**config.mk**
```make
export PLATFORM = sky130hd
export DESIGN_NAME = video_formatter
export DESIGN_NICKNAME = d
export VERILOG_FILES = /design/src/source/rom_load_pkg.sv /design/src/source/video_formatter.sv
export SDC_FILE = /design/constraint.sdc
export NUM_CORES = 1
export LEC_CHECK = 0
export ABC_AREA = 1
export BUFFER_PORTS_ARGS = -buffer_cell sky130_fd_sc_hd__buf_4
export CAP_MARGIN = 20
export CORE_UTILIZATION = 50
export CTS_CLUSTER_DIAMETER = 100
export DETAILED_ROUTE_END_ITERATION = 10
export HOLD_SLACK_MARGIN = 0.12
export PLACE_DENSITY = 0.8
export RECOVER_POWER = 100
export SYNTH_ARGS = -nofsm -noshare
export SYNTH_HDL_FRONTEND = slang
export SYNTH_SLANG_ARGS = --single-unit
```
**constraint.sdc**
```tcl
create_clock -name clk_74a -period 2.27 [get_ports clk_74a]
set_clock_uncertainty 0.15 [all_clocks]
set_input_delay 0.3405 -clock clk_74a [delete_from_list [all_inputs] [get_ports clk_74a]]
set_output_delay 0.3405 -clock clk_74a [all_outputs]
set_load 0.01 [all_outputs]
```
**src/source/rom_load_pkg.sv**
```systemverilog
// ROM download and video types
// shared by the loader, the ROM store and the scaler formatter

`default_nettype none

package rom_load_pkg;

    ////////////////////////////////////////////////////////////
    // download

    // bridge address nibble [31:28] that selects the ROM slot
    localparam logic [3:0] LOAD_REGION_NIBBLE = 4'h1;

    // one byte on its way from the unpacker to the store
    typedef struct packed {
        logic [24:0] addr;
        logic [7:0]  data;
    } rom_byte_t;

    ////////////////////////////////////////////////////////////
    // ROM regions

    localparam int MAIN_ROM_AW  = 15;
    localparam int SOUND_ROM_AW = 12;
    localparam int WAVE_ROM_AW  = 8;

    localparam logic [15:0] SOUND_ROM_BASE = 16'hE000;
    localparam logic [15:0] WAVE_ROM_BASE  = 16'hFF00;

    ////////////////////////////////////////////////////////////
    // video

    // raw video from the game with active-low syncs
    typedef struct packed {
        logic [3:0] r;
        logic [3:0] g;
        logic [3:0] b;
        logic       hblank;
        logic       vblank;
        logic       hs_n;
        logic       vs_n;
    } core_video_t;

    // scaler side with one-pixel sync pulses
    typedef struct packed {
        logic [23:0] rgb;
        logic        de;
        logic        hs;
        logic        vs;
    } scaler_video_t;

    // hblank lags the pixel data by this many pixel enables
    localparam int HBLANK_DELAY = 9;

endpackage

`default_nettype wire

```
**src/source/video_formatter.sv**
```systemverilog
// Video formatter
// widens the game's 4-bit colour, builds data-enable from a delayed
// hblank and turns the active-low syncs into one-pixel pulses

`timescale 1ns/100ps
`default_nettype none

module video_formatter import rom_load_pkg::*; #(
    parameter int DELAY = HBLANK_DELAY
) (
    input  wire logic        clk_74a,
    input  wire logic        reset,
    input  wire logic        pix_ce,
    input  wire core_video_t core_video,
    output scaler_video_t    scaler_video
);

    // hblank history with the oldest sample on top
    logic [DELAY-1:0] hbl_pipe;
    logic             hbl_late;
    logic             active;
    logic             hs_prev;
    logic             vs_prev;

    assign hbl_late = hbl_pipe[DELAY-1];
    assign active   = !(core_video.vblank || hbl_late);

    ////////////////////////////////////////////////////////////
    // hblank delay
    always_ff @(posedge clk_74a) begin
        if (reset) begin
            hbl_pipe <= '0;
        end else if (pix_ce) begin
            hbl_pipe <= {hbl_pipe[DELAY-2:0], core_video.hblank};
        end
    end

    ////////////////////////////////////////////////////////////
    // scaler outputs
    always_ff @(posedge clk_74a) begin
        if (reset) begin
            scaler_video <= '0;
            hs_prev      <= 1'b0;
            vs_prev      <= 1'b0;
        end else if (pix_ce) begin
            scaler_video.de <= active;
            // colour holds through blanking
            if (active) begin
                scaler_video.rgb <= {{2{core_video.r}}, {2{core_video.g}}, {2{core_video.b}}};
            end
            // pulse on the falling edge of each sync
            scaler_video.hs <= hs_prev && !core_video.hs_n;
            scaler_video.vs <= vs_prev && !core_video.vs_n;
            hs_prev         <= core_video.hs_n;
            vs_prev         <= core_video.vs_n;
        end
    end

endmodule

`default_nettype wire

```
Word level (Yosys, flattened, before mapping) --
Cells that the tools add are included.
Operators by class: shift-type cells 0, divide/modulo/power cells 0, order comparisons 0, add/subtract/negate cells 0, bitwise operators 1, $mul 0, muxes and demuxes 0, reduce and logical (&&, ||, !) cells 7, equal/unequal tests 0
Operators with widths (count):
- 1-bit logical NOT | 3
- 1-bit logical AND | 2
- 2-bit AND reduction | 1
- 1-bit logical OR | 1
- 1-bit NOT | 1
Storage, ports and cells: output and inout port bits 27, register bits 38, memory bits (read-only) 0, bits in latches 0, bits of input ports 19, memories 0, RAM bits 0

Logic depth before layout (Yosys ltp) --
Gate-level depths: netlist (run 1).
depth in word-level cells 3, gate-level depth with buffers 5, gate-level depth less buffers 4

Worst setup path before layout (run 1) --
Ideal clock, no wire load.
path kind in2reg, start point input port pix_ce, end point register hbl_pipe[4], stages 4, arrival 0.803 ns, required time 2.004 ns, setup slack 1.201 ns, cell sequence buf_6 buf_4 o21ai_0 nor2_1
RTL lines:
- start: declaration | RTL line video_formatter.sv:13 | input wire logic pix_ce,
- end signal: assignment | RTL line video_formatter.sv:34 | hbl_pipe <= {hbl_pipe[DELAY-2:0], core_video.hblank};
- end: declaration | RTL line video_formatter.sv:19 | logic [DELAY-1:0] hbl_pipe;

==> qor.yml, run 1 <==
io_pins: 46
p_leak_nw: 0.5987
syn_area_sq_um: 1147
critPathMaxStageDelay_ns: 0.53
overflow: 0
yosys.area.top_type: "dfxtp_1"
top_layer: "met3"
clk_pin_slew_ns: 0.13
end_kind: "flop"
synthMuxAreaShare_pct: 0
slew_headroom_pct: 43.42
clock_path_buffers: 2
min_period_ns: 1.706
syn2layout_area_growth_pct: 13.96
cp_num_buf_inv: 3
viasPerCell: 4.675
synth_area_leaders: "dfxtp_1 45%, nor2_1 11%, buf_4 9.2%, a21oi_1 6.1%, nand2_1 5.9%"
finish.instance_area_sq_um: 1308
synthAdderAreaFrac_pct: 0
setup_ws_ns: 0.5641
met2_length_microns: 1044
period_share_pct: 75.15
min_path_type: "input pin to flop"
die_h_microns: 49.91
vdd_drop_max_mv: 0.5241
path_cells: "dlygate4sd3_1 -> clkbuf_1 -> inv_1 -> o21ai_0 -> nor2_1"
cp.depth: 5
first_global_vias: 902
drt-initial-drc-count: 15
syn_nets: 171
nets: 202
fmax_ghz: 0.5862
cp.arrival_ns: 1.81
setup-violations-final: 0
dp_hpwl_microns: 1480
wl_per_cell_microns: 10.40
root_buffer: "clkbuf_4"
placed_cell_area_sq_um: 1348
ctsResizeCount: 0
tightest_slew_ns: 0.8478
synthXorXnorAreaFrac_pct: 0
layout-drive-gt1-share_pct: 13.19
num_vias: 977
antenna_found_initial: 0
synth_compound_area_share_pct: 10.80
grt_start_max_net_pins: 38
die_x_microns: 49.91
grt_setup_unrepaired: "no"
synth_top_family_by_area: "simple AND/OR/NAND/NOR gates"
core-area_sq_um: 2062
worstSetupPathType: "input pin to flop"
yosys_warnings: 0
p_per_area_nw_per_um2: 732.5
yosysUniqueCellTypes: 14
cts_buffers: 3
status: "completed"
clock-sinks: 26
wl_met1_microns: 1030
synth_seq_area_share_pct: 45.37
hold_viol_final: 0
tns_ns: 0
crit_path_top_delay_cell: "dlygate4sd3_1"
clock_latency_ns: 0.31
die_area_sq_um: 2491
reg2reg_depth: 4
routed_wl_microns: 2173
io_buffer_count: 45
critPathTopFamily: "buffers and inverters"
crit_fanout: 21
synth_area_per_cell_sq_um: 7.548
rows: 16
grt.total_usage_pct: 18.65
num-fill-cells: 213
start_kind: "input pin"
htreeDepth: 1
synth_seq_cells: 26
place_congestion: 0.6926
first_pass_iters: 4
drv_slew: 0
ant_nets: 0
required_ns: 2.37
synth.top_cell.area_share_pct: 45.37
maxCapViolCount: 0
start_util_pct: 55.64
dr_wl_met3_microns: 98
synthCells: 152
tritoncts: "built"
drc: 0
diodes: 0
hold_depth: 4
pre_cts_ws_ns: 0.8328
synthSimpleGateAreaFrac_pct: 24.10
grt_pass1_wl_microns: 3726
tightest hold or removal path: stages:
cell and delay (ns):
buf_4 0.08, nor2_1 0.04, nand2_1 0.05, a21oi_1 0.05
final cells by class:
type,count,area (sq um),share of cell area [%]
well taps,27,33.78,2.584
inverters,14,55.05,4.211
flip-flops and latches,26,520.5,39.81
clock buffers,3,22.52,1.722
repair buffers,47,250.2,19.14
clock inverters,1,30.03,2.297
multi-input cells,91,395.4,30.24
cell usage after synthesis:
library cell	n
a21oi_1	14
a21oi_2	1
buf_2	2
buf_4	14
buf_6	5
dfxtp_1	26
inv_1	13
inv_4	1
nand2_1	18
nand3_1	12
nor2_1	34
nor2_4	1
nor3_1	2
o21ai_0	9
registers in the layout, indices dropped and copies added (netlist names):
register and count:
hs_prev 1, scaler_video 15, hbl_pipe 9, vs_prev 1
what timing repair did:
item	4_1_cts	5_1_grt
hold buffers	2	0
buffers inserted	0	0
endpoints found under the hold margin	6	0
layout by cell type, fill, tap and decap left out, drive strengths merged, types with 9 or more instances in the layout:
master,netlist,final
nor2,35,35
clkbuf,0,32
dfxtp,26,26
nand2,18,18
buf,21,16
a21oi,15,15
inv,14,14
nand3,12,12
o21ai,9,9
metrics by stage:
stage	util [%]	hold slack [ns]	std cells	power, mW
global placement	65.35	0.2918	203	0.6745
CTS	68.87	0.1285	209	0.9936
floorplan	-	0.2529	152	0.6284
detailed placement	65.35	0.3081	203	0.6810
global route	63.41	0.1395	209	1.009
finish	63.41	0.1352	209	0.9577
routing by layer:
| metal | GRT usage (%) | vias to the layer above |
|---|---|---|
| met5 | 0 | - |
| met4 | 4.286 | 0 |
| met3 | 2.778 | 0 |
| met2 | 32.66 | 32 |
| met1 | 23.85 | 422 |
| li1 | - | 523 |
where the power goes:
part / internal (mW) / switching (mW)
Combinational: 0.0588 / 0.0835
Sequential: 0.486 / 0.0182
Clock: 0.178 / 0.133
path summary, 6_finish.rpt:
kind | from | end | slack, ns
max | reset | hbl_pipe[1] | 0.56
min | core_video[0] | scaler_video[0] | 0.14
max reg2reg | hbl_pipe[8] | scaler_video[24] | 0.73
min reg2reg | vs_prev | scaler_video[0] | 0.33
cells by family after synthesis:
logic type | Yosys count
compound gates | 24
buf+inv | 35
flops | 26
simple gates | 67
(Power assumes the default switching activity.)
==> run 2, diff against run 1 <==
Settings changed: CORE_UTILIZATION 50 to 42, PLACE_DENSITY 0.8 to 0.72.
Clock period 2.27 ns to 1.4 ns, I/O delays scaled along.
==> run 2 against run 1 <==
- via count increased by 8.8%
- sequential share of layout area down 4.8 points
- combinational power is 94% higher
- register-to-register slack worse by 0.64 ns
- routed wire length rose by 14%
- setup slack got worse by 0.50 ns
- first-iteration DRC count is 60% lower
- die area up 18%
- clock power up 65%
- flip-flop and latch count did not move
- largest power group unchanged
==> qor.yml, run 2 (synthesis results as in run 1) <==
status: "completed"
min_period_ns: 1.332
final_cells: 229
root_buffer: "clkbuf_4"
p_sw_share_pct: 24.91
wl_per_cell_microns: 10.83
antenna_found_initial: 0
tritoncts: "built"
clock_path_buffers: 2
power_frac_comb_pct: 17.2
place_congestion: 0.6761
rows: 18
worstSetupPathType: "input pin to flop"
syn2layout_area_growth_pct: 29.66
drv_slew: 0
routed_wl_microns: 2479
hold_viol_final: 0
core-area_sq_um: 2522
power.switching_uw: 400.4
largest_reg_flops: 15
dp_cells: 208
htreeDepth: 1
clkPwrFrac_pct: 32.0
diodes: 0
drc: 0
start_util_pct: 45.49
setup-violations-final: 0
grt_pass1_wl_microns: 3836
cts_buffers: 3
start_kind: "input pin"
p_int_mw: 1.207
period_share_pct: 95.11
min_path_type: "input pin to flop"
grt_setup_unrepaired: "no"
clock-sinks: 26
crit_fanout: 22
fmax_ghz: 0.7510
io_pins: 46
dp_hpwl_microns: 1598
overflow: 0
required_ns: 1.49
utilization_pct: 58.98
first_pass_iters: 3
num-fill-cells: 267
maxCapViolCount: 0
die_x_microns: 54.27
die_area_sq_um: 2945
finish.instance_area_sq_um: 1488
placed_cell_area_sq_um: 1366
clk_pin_slew_ns: 0.14
p_leak_nw: 0.6770
clock_latency_ns: 0.32
layout-drive-gt1-share_pct: 13.07
end_kind: "flop"
reg.largest.list: "scaler_video x15, hbl_pipe x9"
final_common_cell: "nor2_1"
die_h_microns: 54.27
vdd_drop_max_mv: 0.8139
cts_setup_buffers: 0
drt-initial-drc-count: 6
p_per_area_nw_per_um2: 1080
num_vias: 1063
first_global_vias: 917
nets: 219
max_flop_register: "scaler_video"
grt.total_usage_pct: 18.32
ant_nets: 0
finalPower_mw: 1.607
seq_power_share_pct: 50.8
grt_start_max_net_pins: 26
io_buffer_count: 45
postCtsHoldBufs: 17
cp.arrival_ns: 1.42
viasPerCell: 4.642
tightest_slew_ns: 0.5246
tns_ns: 0
final_cell_mix: "34 x nor2_1, 27 x clkbuf_1, 26 x dfxtp_1"
slew_headroom_pct: 64.95
-- run 2: path summary, 6_finish.rpt --
path,start,end,slack (ns),cells past startpoint
worst max-delay path,pix_ce,scaler_video[24],0.07,6
worst min-delay path,core_video[2],scaler_video[2],0.1,4
worst max register to register,hbl_pipe[8],scaler_video[22],0.09,4
worst min register to register,hs_prev,scaler_video[1],0.32,2
-- run 2: power by group through the flow --
stage / logic (mW) / registers (mW) / clock network, mW
finish: 0.276 / 0.816 / 0.515
global route: 0.312 / 0.823 / 0.562
CTS: 0.314 / 0.818 / 0.532
detailed placement: 0.275 / 0.834 / 0
global placement: 0.269 / 0.831 / 0
floorplan: 0.178 / 0.841 / 0
-- run 2: critical path: stages --
cell and delay [ns]:
dlygate4sd3_1 0.52, buf_4 0.24, buf_6 0.20, nand3_1 0.10
nand2_1 0.10, nor2_1 0.04
-- run 2: stage by stage --
step           setup WS [ns]  hold slack, ns
6_report             0.06843         0.09619
5_1_grt             0.006199         0.08925
4_1_cts              0.03999         0.07975
3_5_place_dp          0.1105          0.2707
3_3_place_gp          0.1706          0.2636
2_1_floorplan         0.3713          0.1224
-- run 2: layout make-up --
type	instances	area, sq um	share of cell area, %
inverter	14	55.05	3.701
clock buffer	3	22.52	1.514
timing repair buffer	64	425.4	28.60
multi-input combinational	91	396.6	26.66
tap	30	37.54	2.523
sequential	26	520.5	34.99
clock inverter	1	30.03	2.018
-- run 2: timing repair --
action,in CTS,in global routing
endpoints found under the setup margin,0,4
resized for setup,0,1
hold endpoints to repair,18,1
-- run 2: per-layer routing --
layer	GRT usage (%)	vias to the layer above	wire length, microns
met2	33.74	27	1304
met4	5.983	0	12
li1	-	557	-
met3	6.111	2	113
met5	0	-	0
met1	19.32	477	1048
