<file path="config.mk">
export PLATFORM = sky130hd
export DESIGN_NAME = bridge_word_unpacker
export DESIGN_NICKNAME = d
export VERILOG_FILES = /design/src/source/rom_load_pkg.sv /design/src/source/bridge_word_unpacker.sv
export SDC_FILE = /design/constraint.sdc
export NUM_CORES = 1
export LEC_CHECK = 0
export BUFFER_PORTS_ARGS = -buffer_cell sky130_fd_sc_hd__buf_2
export CORE_MARGIN = 4
export CORE_UTILIZATION = 54
export CTS_CLUSTER_SIZE = 24
export DETAILED_ROUTE_END_ITERATION = 8
export HOLD_SLACK_MARGIN = 0.12
export PLACE_DENSITY = 0.85
export SYNTH_ARGS = -nofsm -noshare
export SYNTH_HDL_FRONTEND = slang
export SYNTH_SLANG_ARGS = --single-unit
</file>
<file path="constraint.sdc">
create_clock -name clk_74a -period 6.03 [get_ports clk_74a]
set_input_delay 1.206 -clock clk_74a [delete_from_list [all_inputs] [get_ports clk_74a]]
set_output_delay 1.206 -clock clk_74a [all_outputs]
set_load 0.01 [all_outputs]
</file>
<file path="src/source/rom_load_pkg.sv">
// ROM download and video types
// shared by the loader, the ROM store and the scaler formatter

`default_nettype none

package rom_load_pkg;

    ////////////////////////////////////////////////////////////
    // download

    // bridge address nibble [31:28] that selects the ROM slot
    localparam logic [3:0] LOAD_REGION_NIBBLE = 4'h1;

    // one byte on its way from the unpacker to the store
    typedef struct packed {
        logic [24:0] addr;
        logic [7:0]  data;
    } rom_byte_t;

    ////////////////////////////////////////////////////////////
    // ROM regions

    localparam int MAIN_ROM_AW  = 15;
    localparam int SOUND_ROM_AW = 12;
    localparam int WAVE_ROM_AW  = 8;

    localparam logic [15:0] SOUND_ROM_BASE = 16'hE000;
    localparam logic [15:0] WAVE_ROM_BASE  = 16'hFF00;

    ////////////////////////////////////////////////////////////
    // video

    // raw video from the game with active-low syncs
    typedef struct packed {
        logic [3:0] r;
        logic [3:0] g;
        logic [3:0] b;
        logic       hblank;
        logic       vblank;
        logic       hs_n;
        logic       vs_n;
    } core_video_t;

    // scaler side with one-pixel sync pulses
    typedef struct packed {
        logic [23:0] rgb;
        logic        de;
        logic        hs;
        logic        vs;
    } scaler_video_t;

    // hblank lags the pixel data by this many pixel enables
    localparam int HBLANK_DELAY = 9;

endpackage

`default_nettype wire

</file>
<file path="src/source/bridge_word_unpacker.sv">
// Bridge word unpacker
// holds the download window, takes ROM writes from the bridge and
// hands their four bytes, msb first, to the ROM store by req/ack

`timescale 1ns/100ps
`default_nettype none

module bridge_word_unpacker import rom_load_pkg::*; (
    input  wire logic        clk_74a,
    input  wire logic        reset,
    input  wire logic [31:0] bridge_addr,
    input  wire logic        bridge_wr,
    input  wire logic [31:0] bridge_wr_data,
    input  wire logic        dataslot_requestwrite,
    input  wire logic        dataslot_allcomplete,
    output logic             downloading,
    output logic             byte_req,
    output rom_byte_t        rom_byte,
    input  wire logic        byte_ack
);

    typedef enum logic [1:0] {
        ST_IDLE,
        ST_REQ,
        ST_RELEASE
    } unpack_state_t;

    unpack_state_t state;
    logic [1:0]    byte_cnt;
    // bytes not yet offered with the next one on top
    logic [23:0]   rest;
    logic          take_word;

    assign take_word = bridge_wr && downloading && (state == ST_IDLE) &&
                       (bridge_addr[31:28] == LOAD_REGION_NIBBLE);

    // download window
    always_ff @(posedge clk_74a) begin
        if (reset) begin
            downloading <= 1'b0;
        end else if (dataslot_requestwrite) begin
            downloading <= 1'b1;
        end else if (dataslot_allcomplete) begin
            downloading <= 1'b0;
        end
    end

    ////////////////////////////////////////////////////////////
    // four-phase byte handshake
    always_ff @(posedge clk_74a) begin
        if (reset) begin
            state    <= ST_IDLE;
            byte_req <= 1'b0;
            byte_cnt <= 2'd0;
        end else begin
            case (state)
                ST_IDLE: begin
                    if (take_word) begin
                        byte_req <= 1'b1;
                        byte_cnt <= 2'd0;
                        state    <= ST_REQ;
                    end
                end
                ST_REQ: begin
                    if (byte_ack) begin
                        byte_req <= 1'b0;
                        state    <= ST_RELEASE;
                    end
                end
                ST_RELEASE: begin
                    // wait for the store to drop ack before the next byte
                    if (!byte_ack) begin
                        if (byte_cnt == 2'd3) begin
                            state <= ST_IDLE;
                        end else begin
                            byte_cnt <= byte_cnt + 2'd1;
                            byte_req <= 1'b1;
                            state    <= ST_REQ;
                        end
                    end
                end
                default: begin
                    state    <= ST_IDLE;
                    byte_req <= 1'b0;
                end
            endcase
        end
    end

    // payload only moves while req is low
    always_ff @(posedge clk_74a) begin
        if (take_word) begin
            rom_byte.addr <= bridge_addr[24:0];
            rom_byte.data <= bridge_wr_data[31:24];
            rest          <= bridge_wr_data[23:0];
        end else if (state == ST_RELEASE && !byte_ack && byte_cnt != 2'd3) begin
            rom_byte.addr <= rom_byte.addr + 25'd1;
            rom_byte.data <= rest[23:16];
            rest          <= {rest[15:0], 8'h00};
        end
    end

endmodule

`default_nettype wire

</file>
### Yosys cells after proc, flatten, opt, wreduce, memory -nomap -nowiden

Index checks and enable logic that the tools add are counted.

| word-level totals | value |
|---|---|
| flip-flop bits (word level) | 63 |
| input bits | 70 |
| output and inout bits | 35 |
| word-level logic and storage cells | 51 |

| operators by class | value |
|---|---|
| add/sub/neg operators | 2 |
| eq/ne operators | 9 |
| mux-type cells | 20 |
| reduce and logical (&&, ||, !) cells | 13 |

Operator list:

| cell | number |
|---|---|
| $mux 33 | 2 |
| $mux 24 | 2 |
| $add 25x1->25 const B | 1 |
| $mux 2 | 6 |
| $ne 2x2->1 const B | 5 |
| $reduce_and 4->1 | 2 |
| $mux 1 | 7 |
| $pmux 2 s3 | 1 |
| $reduce_bool 2->1 | 3 |
| $logic_and 1x1->1 | 5 |
| $eq 2x2->1 const B | 2 |
| $eq 4x1->1 const B | 1 |
| $pmux 2 s2 | 1 |
| $pmux 1 s3 | 1 |
| $reduce_and 3->1 | 1 |
| $add 2x1->2 const B | 1 |
| $eq 2x1->1 const B | 1 |
| $logic_not 2->1 | 1 |
| $logic_not 1->1 | 1 |

### Depth between registers and ports, before layout

Gate-level depths: netlist of run 1.

| depth | value |
|---|---|
| depth after elaboration | 5 |
| mapped depth | 6 |
| depth with buffers taken out | 5 |

### Worst setup path before layout of run 1

OpenSTA, ideal clock, no wires.

| path | value |
|---|---|
| kind | input port to flip-flop |
| from | input port bridge_addr[29] |
| to | register rest[0], enable pin |
| setup time | 411 ps |
| arrival | 3037 ps |
| data required time | 5619 ps |
| slack | 2582 ps |
| stages on the path | 4 |
| buffers on the path | 1 |
| cell sequence | nor4b_1 > clkbuf_1 > a21oi_1 > inv_1 |

| between the ends | value |
|---|---|
| longest elaborated chain between the ends | 3 |

Ends and longest elaborated chain:

| item | RTL line | RTL |
|---|---|---|
| start, declared | bridge_word_unpacker.sv:11 | `input wire logic [31:0] bridge_addr,` |
| $eq 4x1->1 | bridge_word_unpacker.sv:35 | `(bridge_addr[31:28] == LOAD_REGION_NIBBLE);` |
| $logic_and 1x1->1 | bridge_word_unpacker.sv:34 | `assign take_word = bridge_wr && downloading && (state == ST_IDLE) &&` |
| $reduce_bool 2->1 (no line) | - |  |
| end signal, assigned | bridge_word_unpacker.sv:95 | `rest <= bridge_wr_data[23:0];` |
| end signal, assigned | bridge_word_unpacker.sv:99 | `rest <= {rest[15:0], 8'h00};` |
| end, declared | bridge_word_unpacker.sv:31 | `logic [23:0] rest;` |

Every way passes these cells.
A chain may end at the register's enable or synchronous reset.

### Worst setup path in the final report of run 1

| path | value |
|---|---|
| from | input port bridge_wr |
| to | register rom_byte[7] (netlist name), enable pin |

| between the ends | value |
|---|---|
| longest elaborated chain between the ends | 4 |

Ends and longest elaborated chain:

| item | RTL line | RTL |
|---|---|---|
| start, declared | bridge_word_unpacker.sv:12 | `input wire logic bridge_wr,` |
| $logic_and 1x1->1 (3 in a row) | bridge_word_unpacker.sv:34 |  |
| $reduce_bool 2->1 (no line) | - |  |
| end, declared | bridge_word_unpacker.sv:18 | `output rom_byte_t rom_byte,` |

Every way passes these cells.

==> results.md, run 1 <==
- Synth area leader: edfxtp_1
- Setup WS pre-CTS: 2.00 ns
- Multi-input gate area: 0.00122 sq mm
- Number of synthesized register bits: between 60 and 70
- Ports: 105
- Full die area: around 0.0071 sq mm
- Skew final: 0.00894 ns
- Least-Margin Pin Slew: 1.18 ns
- Synth Area in Simple Gates: 26.3%
- Post-synthesis sequential area ratio: about three fifths
- DRT Pass-1 Iters: 4
- Final setup TNS: 0 ns
- Post-synthesis mux area share: 0.682%
- CP Data Arrival Time: roughly 3.2 ns
- FFs w/ async S/R, synth: 0%
- Routed vias: around 2,600
- Fin crit period: 3.26 ns
- Antenna Cells: 0
- Detail Route Antenna Nets: 0
- FF+latch area: 0.00183 sq mm
- Synth Area in Compound Gates: 7.94%
- Status: complete, no violations
- Final Cycle Share: 54.1%
- Req. time, crit path: between 5 and 6 ns
- First-pass GRT wire length: 11,500 um
- Worst-Skew Late Latency: 0.33 ns
- Largest family of logic cells by synthesized area: simple AND/OR/NAND/NOR gates
- Filler cells: 448
- H-tree levels: 3
- IO buf count: between 100 and 150
- Power density over the cells: 233 mW/mm^2
- Routed len/inst: between 10 and 15 um
- Max-Cap Viols: 0
- Relative slew slack: 21.3%
- Final setup viols: 0
- CP endpoint kind: flip-flop
- DRC: 0
- Final #Nets: 475
- Synth warnings: 0
- Final Hold Viols: 0
- Core area: roughly 0.0055 sq mm
- Synthesized Nets: between 300 and 400
- Netlist Area Pre-Place: approximately 0.0031 sq mm
- Rows: 27
- Die width: 84 um
- Post-synth EDFFs: 57
- Min-delay worst type: flip-flop to flip-flop
- Synth area leaders: edfxtp_1, nand2_1, dfxtp_1
- Routed WL: 6960 um
- Initial antenna violation count: 0
- Area share of fa/ha/maj cells after synthesis: less than 1%
- Vias per cell: approximately 5.4
- DRT iter0 DRCs: between 100 and 150
- Grt ovf: 0
- Clock Path Buffers: 2
- Post-Synth XOR/XNOR Area: 3.09%
- Hold_buf cts: 0
- Synth Area per Inst: 10.3 sq um
- Root Driver: clkbuf_8
- Reg clk slew, reported paths: 0.07 ns
- Final Worst Setup Slack: 2.77 ns
- Max Clk Rate: between 0.3 and 0.4 GHz
- Area share of the largest cell type after synthesis: between 50% and 60%
- Mapped Cells: 303
- Unique masters post-synth: 40
- CTS buffer count: 9
- Initial Utilization: 56.3%
- # clock sinks: 63
- Pin count of the biggest net entering global routing: 58
- Worst setup path class: input port to flip-flop
- Max FO, Critical Path: 57
- Top FF cell, synth: edfxtp_1
- Critical Path Source Type: input port
- CTS tree: done
- Number of global-route vias before repair: 2,542
- RSZ-0062 raised after global routing: false
- Routability-driven placement congestion ratio: 0.790
- Peak VDD IR: 0.146 mV
- Chip height: 84 um
- Post-CTS sizing: 0
- Static Leakage: 1.61 nW
- Post-DP HPWL: about 4800 um
- Final Max Tran Viols: 0
- Fraction of layout cells with a size suffix above 1: 30.9%
- Area grow syn2layout: 24.5%
- Total track usage: 20.2%
- Post-CTS Setup Bufs: 0
[metrics by stage]
stage / total power, mW / area, sq um / util (%) / cells / hold slack [ns]
2_1_floorplan: 0.493 / 3120 / - / 303 / 0.470
3_3_place_gp: 0.517 / 3670 / 66.2 / 464 / 0.474
3_5_place_dp: 0.518 / 3670 / 66.2 / 464 / 0.494
4_1_cts: 0.912 / 3880 / 70.0 / 480 / 0.514
5_1_grt: 0.934 / 3880 / 70.1 / 480 / 0.533
6_report: 0.906 / 3880 / 70.1 / 480 / 0.509
[layer usage]
layer / vias to the layer above / global-route usage [%] / share of wire, % / wire length (um)
li1: 1298 / - / - / -
met1: 1172 / 24.0 / 42 / 2900
met2: 100 / 35.2 / 50 / 3470
met3: 6 / 5.13 / 7.6 / 531
met4: 0 / 7.75 / 0.79 / 55
met5: - / 0 / 0 / 0
[critical path: stages]
cell and delay [ns]:
buf_2 0.07, nor4bb_2 0.71, a21oi_1 0.28, inv_2 0.91
[kinds of logic after synthesis]
logic type	Yosys count
adder cells (fa/ha/maj)	2
AND/OR/NAND/NOR	167
AO/OA/AOI/OAI	41
XOR/XNOR	11
multiplexers	2
buffers and inverters	17
flip-flops	63
[flip-flops by register name, summed over array words and instances, names as in the netlist]
| signal | cells |
|---|---|
| byte_cnt | 2 |
| byte_req | 1 |
| downloading | 1 |
| rest | 24 |
| rom_byte | 33 |
| state | 2 |
[power by group]
part / leakage, nW / internal (mW) / switching [mW]
Clock: 0.102 / 0.231 / 0.166
Combinational: 0.929 / 0.0199 / 0.0145
Sequential: 0.578 / 0.472 / 0.00174
Total: 1.61 / 0.724 / 0.182
[cells in the mapped netlist, drive strengths merged, types with 2 or more instances]
cell,n
nand2,93
edfxtp,57
nor2,18
nand3,14
o21ai,14
and3,12
a31oi,11
buf,8
or4,7
xor2,7
a21oi,6
clkbuf,6
dfxtp,6
nand4,5
o31ai,5
or3,5
and4,4
xnor2,4
inv,3
and2,2
ha,2
nor4b,2
o211ai,2
[cells in the final DEF, fill, tap and decap left out, types with 2 or more instances in the layout]
master,netlist,routed
and4_1,4,4
buf_4,0,2
or3_1,5,5
edfxtp_1,57,57
bufinv_16,0,2
dfxtp_1,6,6
a21oi_1,6,6
buf_2,5,101
clkinv_2,0,2
nand2_1,92,91
or4_1,7,7
xnor2_1,4,4
o31ai_1,5,5
inv_1,3,2
o21ai_1,9,9
clkbuf_8,0,9
nor2_1,18,18
xor2_1,7,7
ha_1,2,2
clkinvlp_4,0,2
o21ai_0,5,5
and2_1,2,2
nand2_2,1,2
a31oi_1,11,11
and3_1,12,12
nand3_1,12,12
o211ai_1,2,2
nor4b_1,2,2
nand4_1,4,4
[layout make-up]
type / count / share of cell area [%]
Timing Repair Buffer: 103 / 13.4
Sequential cell: 63 / 47.1
Clock buffer: 10 / 3.29
Multi-Input combinational cell: 223 / 31.4
Tap cell: 72 / 2.32
Clock inverter: 6 / 2.19
Inverter: 3 / 0.290
[path summary, 6_finish.rpt]
check / end / depth (start not counted) / slack [ns] / from
worst max register to register: rom_byte[7] / 3 / 3.32 / state[1]
worst max-delay path: rom_byte[7] / 4 / 2.77 / bridge_wr
worst min-delay path: byte_cnt[1] / 2 / 0.51 / byte_cnt[1]
worst min register to register: byte_cnt[1] / 2 / 0.51 / byte_cnt[1]
Power figures use the tool's default switching activity.
==> run 2: changes to the inputs <==
CORE_UTILIZATION = 45   (was 54)
PLACE_DENSITY = 0.75   (was 0.85)
clock period = 2.71 ns   (was 6.03 ns; I/O delays follow)
==> results.md, run 2 (same netlist as run 1, synthesis figures left out) <==
- Chip height: 91.3 um (was 84 um)
- Critical Path Source Type: flip-flop (was input port)
- Max-Cap Viols: 0 (unchanged)
- Initial Utilization: 46.2% (was 56.3%)
- Detail Route Antenna Nets: 0 (unchanged)
- Grt ovf: 0 (unchanged)
- Root Driver: clkbuf_8 (unchanged)
- Rows: 30 (was 27)
- Skew final: 0.0107 ns (was 0.00894 ns)
- Hold path start: dataslot_requestwrite (was byte_cnt[1])
- Total track usage: 16.9% (was 20.2%)
- H-tree levels: 3 (unchanged)
- Worst-Skew Late Latency: 0.34 ns (was 0.33 ns)
- Number of global-route vias before repair: 2,448 (was 2,542)
- Core area: 0.00676 sq mm (was 0.00554 sq mm)
- Final setup TNS: 0 ns (unchanged)
- Final Cycle Share: 73.6%
- Post-CTS Setup Bufs: 0 (unchanged)
- Setup WS pre-CTS: 0.427 ns (was 2.00 ns)
- IO buf count: 101 (unchanged)
- Max FO, Critical Path: 25 (was 57)
- Fraction of layout cells with a size suffix above 1: 31.5% (was 30.9%)
- Vias per cell: 5.22 (was 5.37)
- Static Leakage: 1.64 nW (was 1.61 nW)
- Req. time, crit path: 2.80 ns (was 5.97 ns)
- Finished Layout Cells: 493 (was 480)
- Power density over the cells: 512 mW/mm^2 (was 233 mW/mm^2)
- First-pass GRT wire length: 11,300 um (was 11,500 um)
- Worst stage delay on the critical path: 0.43 ns (was 0.91 ns)
- # clock sinks: 63 (unchanged)
- Post-CTS sizing: 0 (unchanged)
- Post-DP HPWL: 5070 um (was 4790 um)
- Final Max Tran Viols: 0 (unchanged)
- Fin crit period: 2.00 ns
- Max Clk Rate: around 0.50 GHz
- Final setup viols: 0 (unchanged)
- Routability-driven placement congestion ratio: 0.880 (was 0.790)
- CP Data Arrival Time: 2.09 ns (was 3.20 ns)
- Routed WL: 7050 um (was 6960 um)
- Regs by FF count: rom_byte: 33 flops, rest: 24 flops (unchanged)
- CTS tree: done (unchanged)
- Reg clk slew, reported paths: 0.07 ns (about the same)
- RSZ-0062 raised after global routing: false (unchanged)
- Area grow syn2layout: 27.4% (was 24.5%)
- Worst R2R Start: state[1] (unchanged)
- # placed instances: 477 (was 464)
- Crit path cell chain: nor4bb_1 > buf_4 > a21oi_1 > clkinvlp_4 > buf_12 (was buf_2 > nor4bb_2 > a21oi_1 > inv_2)
- Most common cell after layout, fill and taps aside: buf_2 (unchanged)
- Buffer and inverter count on the worst path: 3 (was 2)
- Hold_buf cts: 0 (unchanged)
- Initial antenna violation count: 0 (unchanged)
- Worst setup path class: flip-flop to flip-flop (was input port to flip-flop)
- Total chip power: 2.03 mW (was 0.906 mW)
- Final Worst Setup Slack: 0.714 ns (was 2.77 ns)
- Max reg flops: 33 (unchanged)
- R2R Setup Slk: 0.71 ns (was 3.32 ns)
- DRT iter0 DRCs: 124 (was 128)
- Most frequent cells in the layout: buf_2, nand2_1, edfxtp_1, nor2_1 (unchanged)
- Final core occ: 58.8% (was 70.1%)
- Die width: 91.3 um (was 84 um)
- Routed len/inst: 14.3 um (was 14.5 um)
- Worst path slowest cell: dfxtp_1 (was inv_2)
- Routed vias: 2,574 (was 2,576)
- Clock Path Buffers: 2 (unchanged)
- Peak VDD IR: 0.390 mV (was 0.146 mV)
- Min-delay worst type: input port to flip-flop (was flip-flop to flip-flop)
- DRT Pass-1 Iters: 5 (was 4)
- Largest Register: rom_byte (unchanged)
- Ports: 105 (unchanged)
- Antenna Cells: 0 (unchanged)
- Least-Margin Pin Slew: 0.529 ns (was 1.18 ns)
- Family with the most delay on the worst path: buffers and inverters (unchanged)
- Final #Nets: 480 (was 475)
- CTS buffer count: 9 (unchanged)
- CP endpoint kind: flip-flop (unchanged)
- Full die area: 0.00833 sq mm (was 0.00706 sq mm)
- Status: complete, no violations (unchanged)
- DRC: 0 (unchanged)
- Critical path launch point: state[1] (was bridge_wr)
- Pin count of the biggest net entering global routing: 28 (was 58)
- Final Hold Viols: 0 (unchanged)
- Relative slew slack: 64.6% (was 21.3%)
run 2: cell types whose count changed in the layout (fill, tap and decap cells not counted), sizes merged:
cell,previous run,this run
clkinvlp,2,3
clkbuf,10,9
buf,103,108
run 2: layer usage:
metal / share of wire, % / wire (um) / GRT usage [%]
met4: 1.6 / 116 / 8.04
met5: 0 / 0 / 0
met2: 47 / 3340 / 26.7
met1: 44 / 3110 / 21.6
met3: 6.9 / 488 / 4.47
run 2: cell type report:
cell class / instances / area [sq um]
clock buffers: 9 / 124
clock inverters: 7 / 96.3
fillers: 610 / 2780
inverters: 3 / 15.0
multi-input cells: 223 / 1210
flip-flops and latches: 63 / 1830
well taps: 80 / 100
repair buffers: 108 / 596
run 2: report_power, final:
part | switching [mW] | total, mW | internal, mW
Clock | 0.382 | 0.901 | 0.519
Combinational | 0.0315 | 0.0775 | 0.0459
Sequential | 0.00381 | 1.05 | 1.05
run 2: path summary, 6_finish.rpt:
path             endpoint  depth (start not counted)
min           downloading                          3
max reg2reg  rom_byte[28]                          5
max          rom_byte[28]                          5
min reg2reg   downloading                          2
run 2: worst min-delay path: cells and delay by family:
kind | cells | cell delay (ns)
simple gates | 1 | 0.07
buf+inv | 1 | 0.08
compound gates | 1 | 0.03
run 2: stage by stage:
stage,hold WS [ns],area [sq um]
detailed placement,0.487,3750
CTS,0.401,3980
finish,0.411,3980
global route,0.436,3980
global placement,0.480,3750
floorplan,0.470,3120
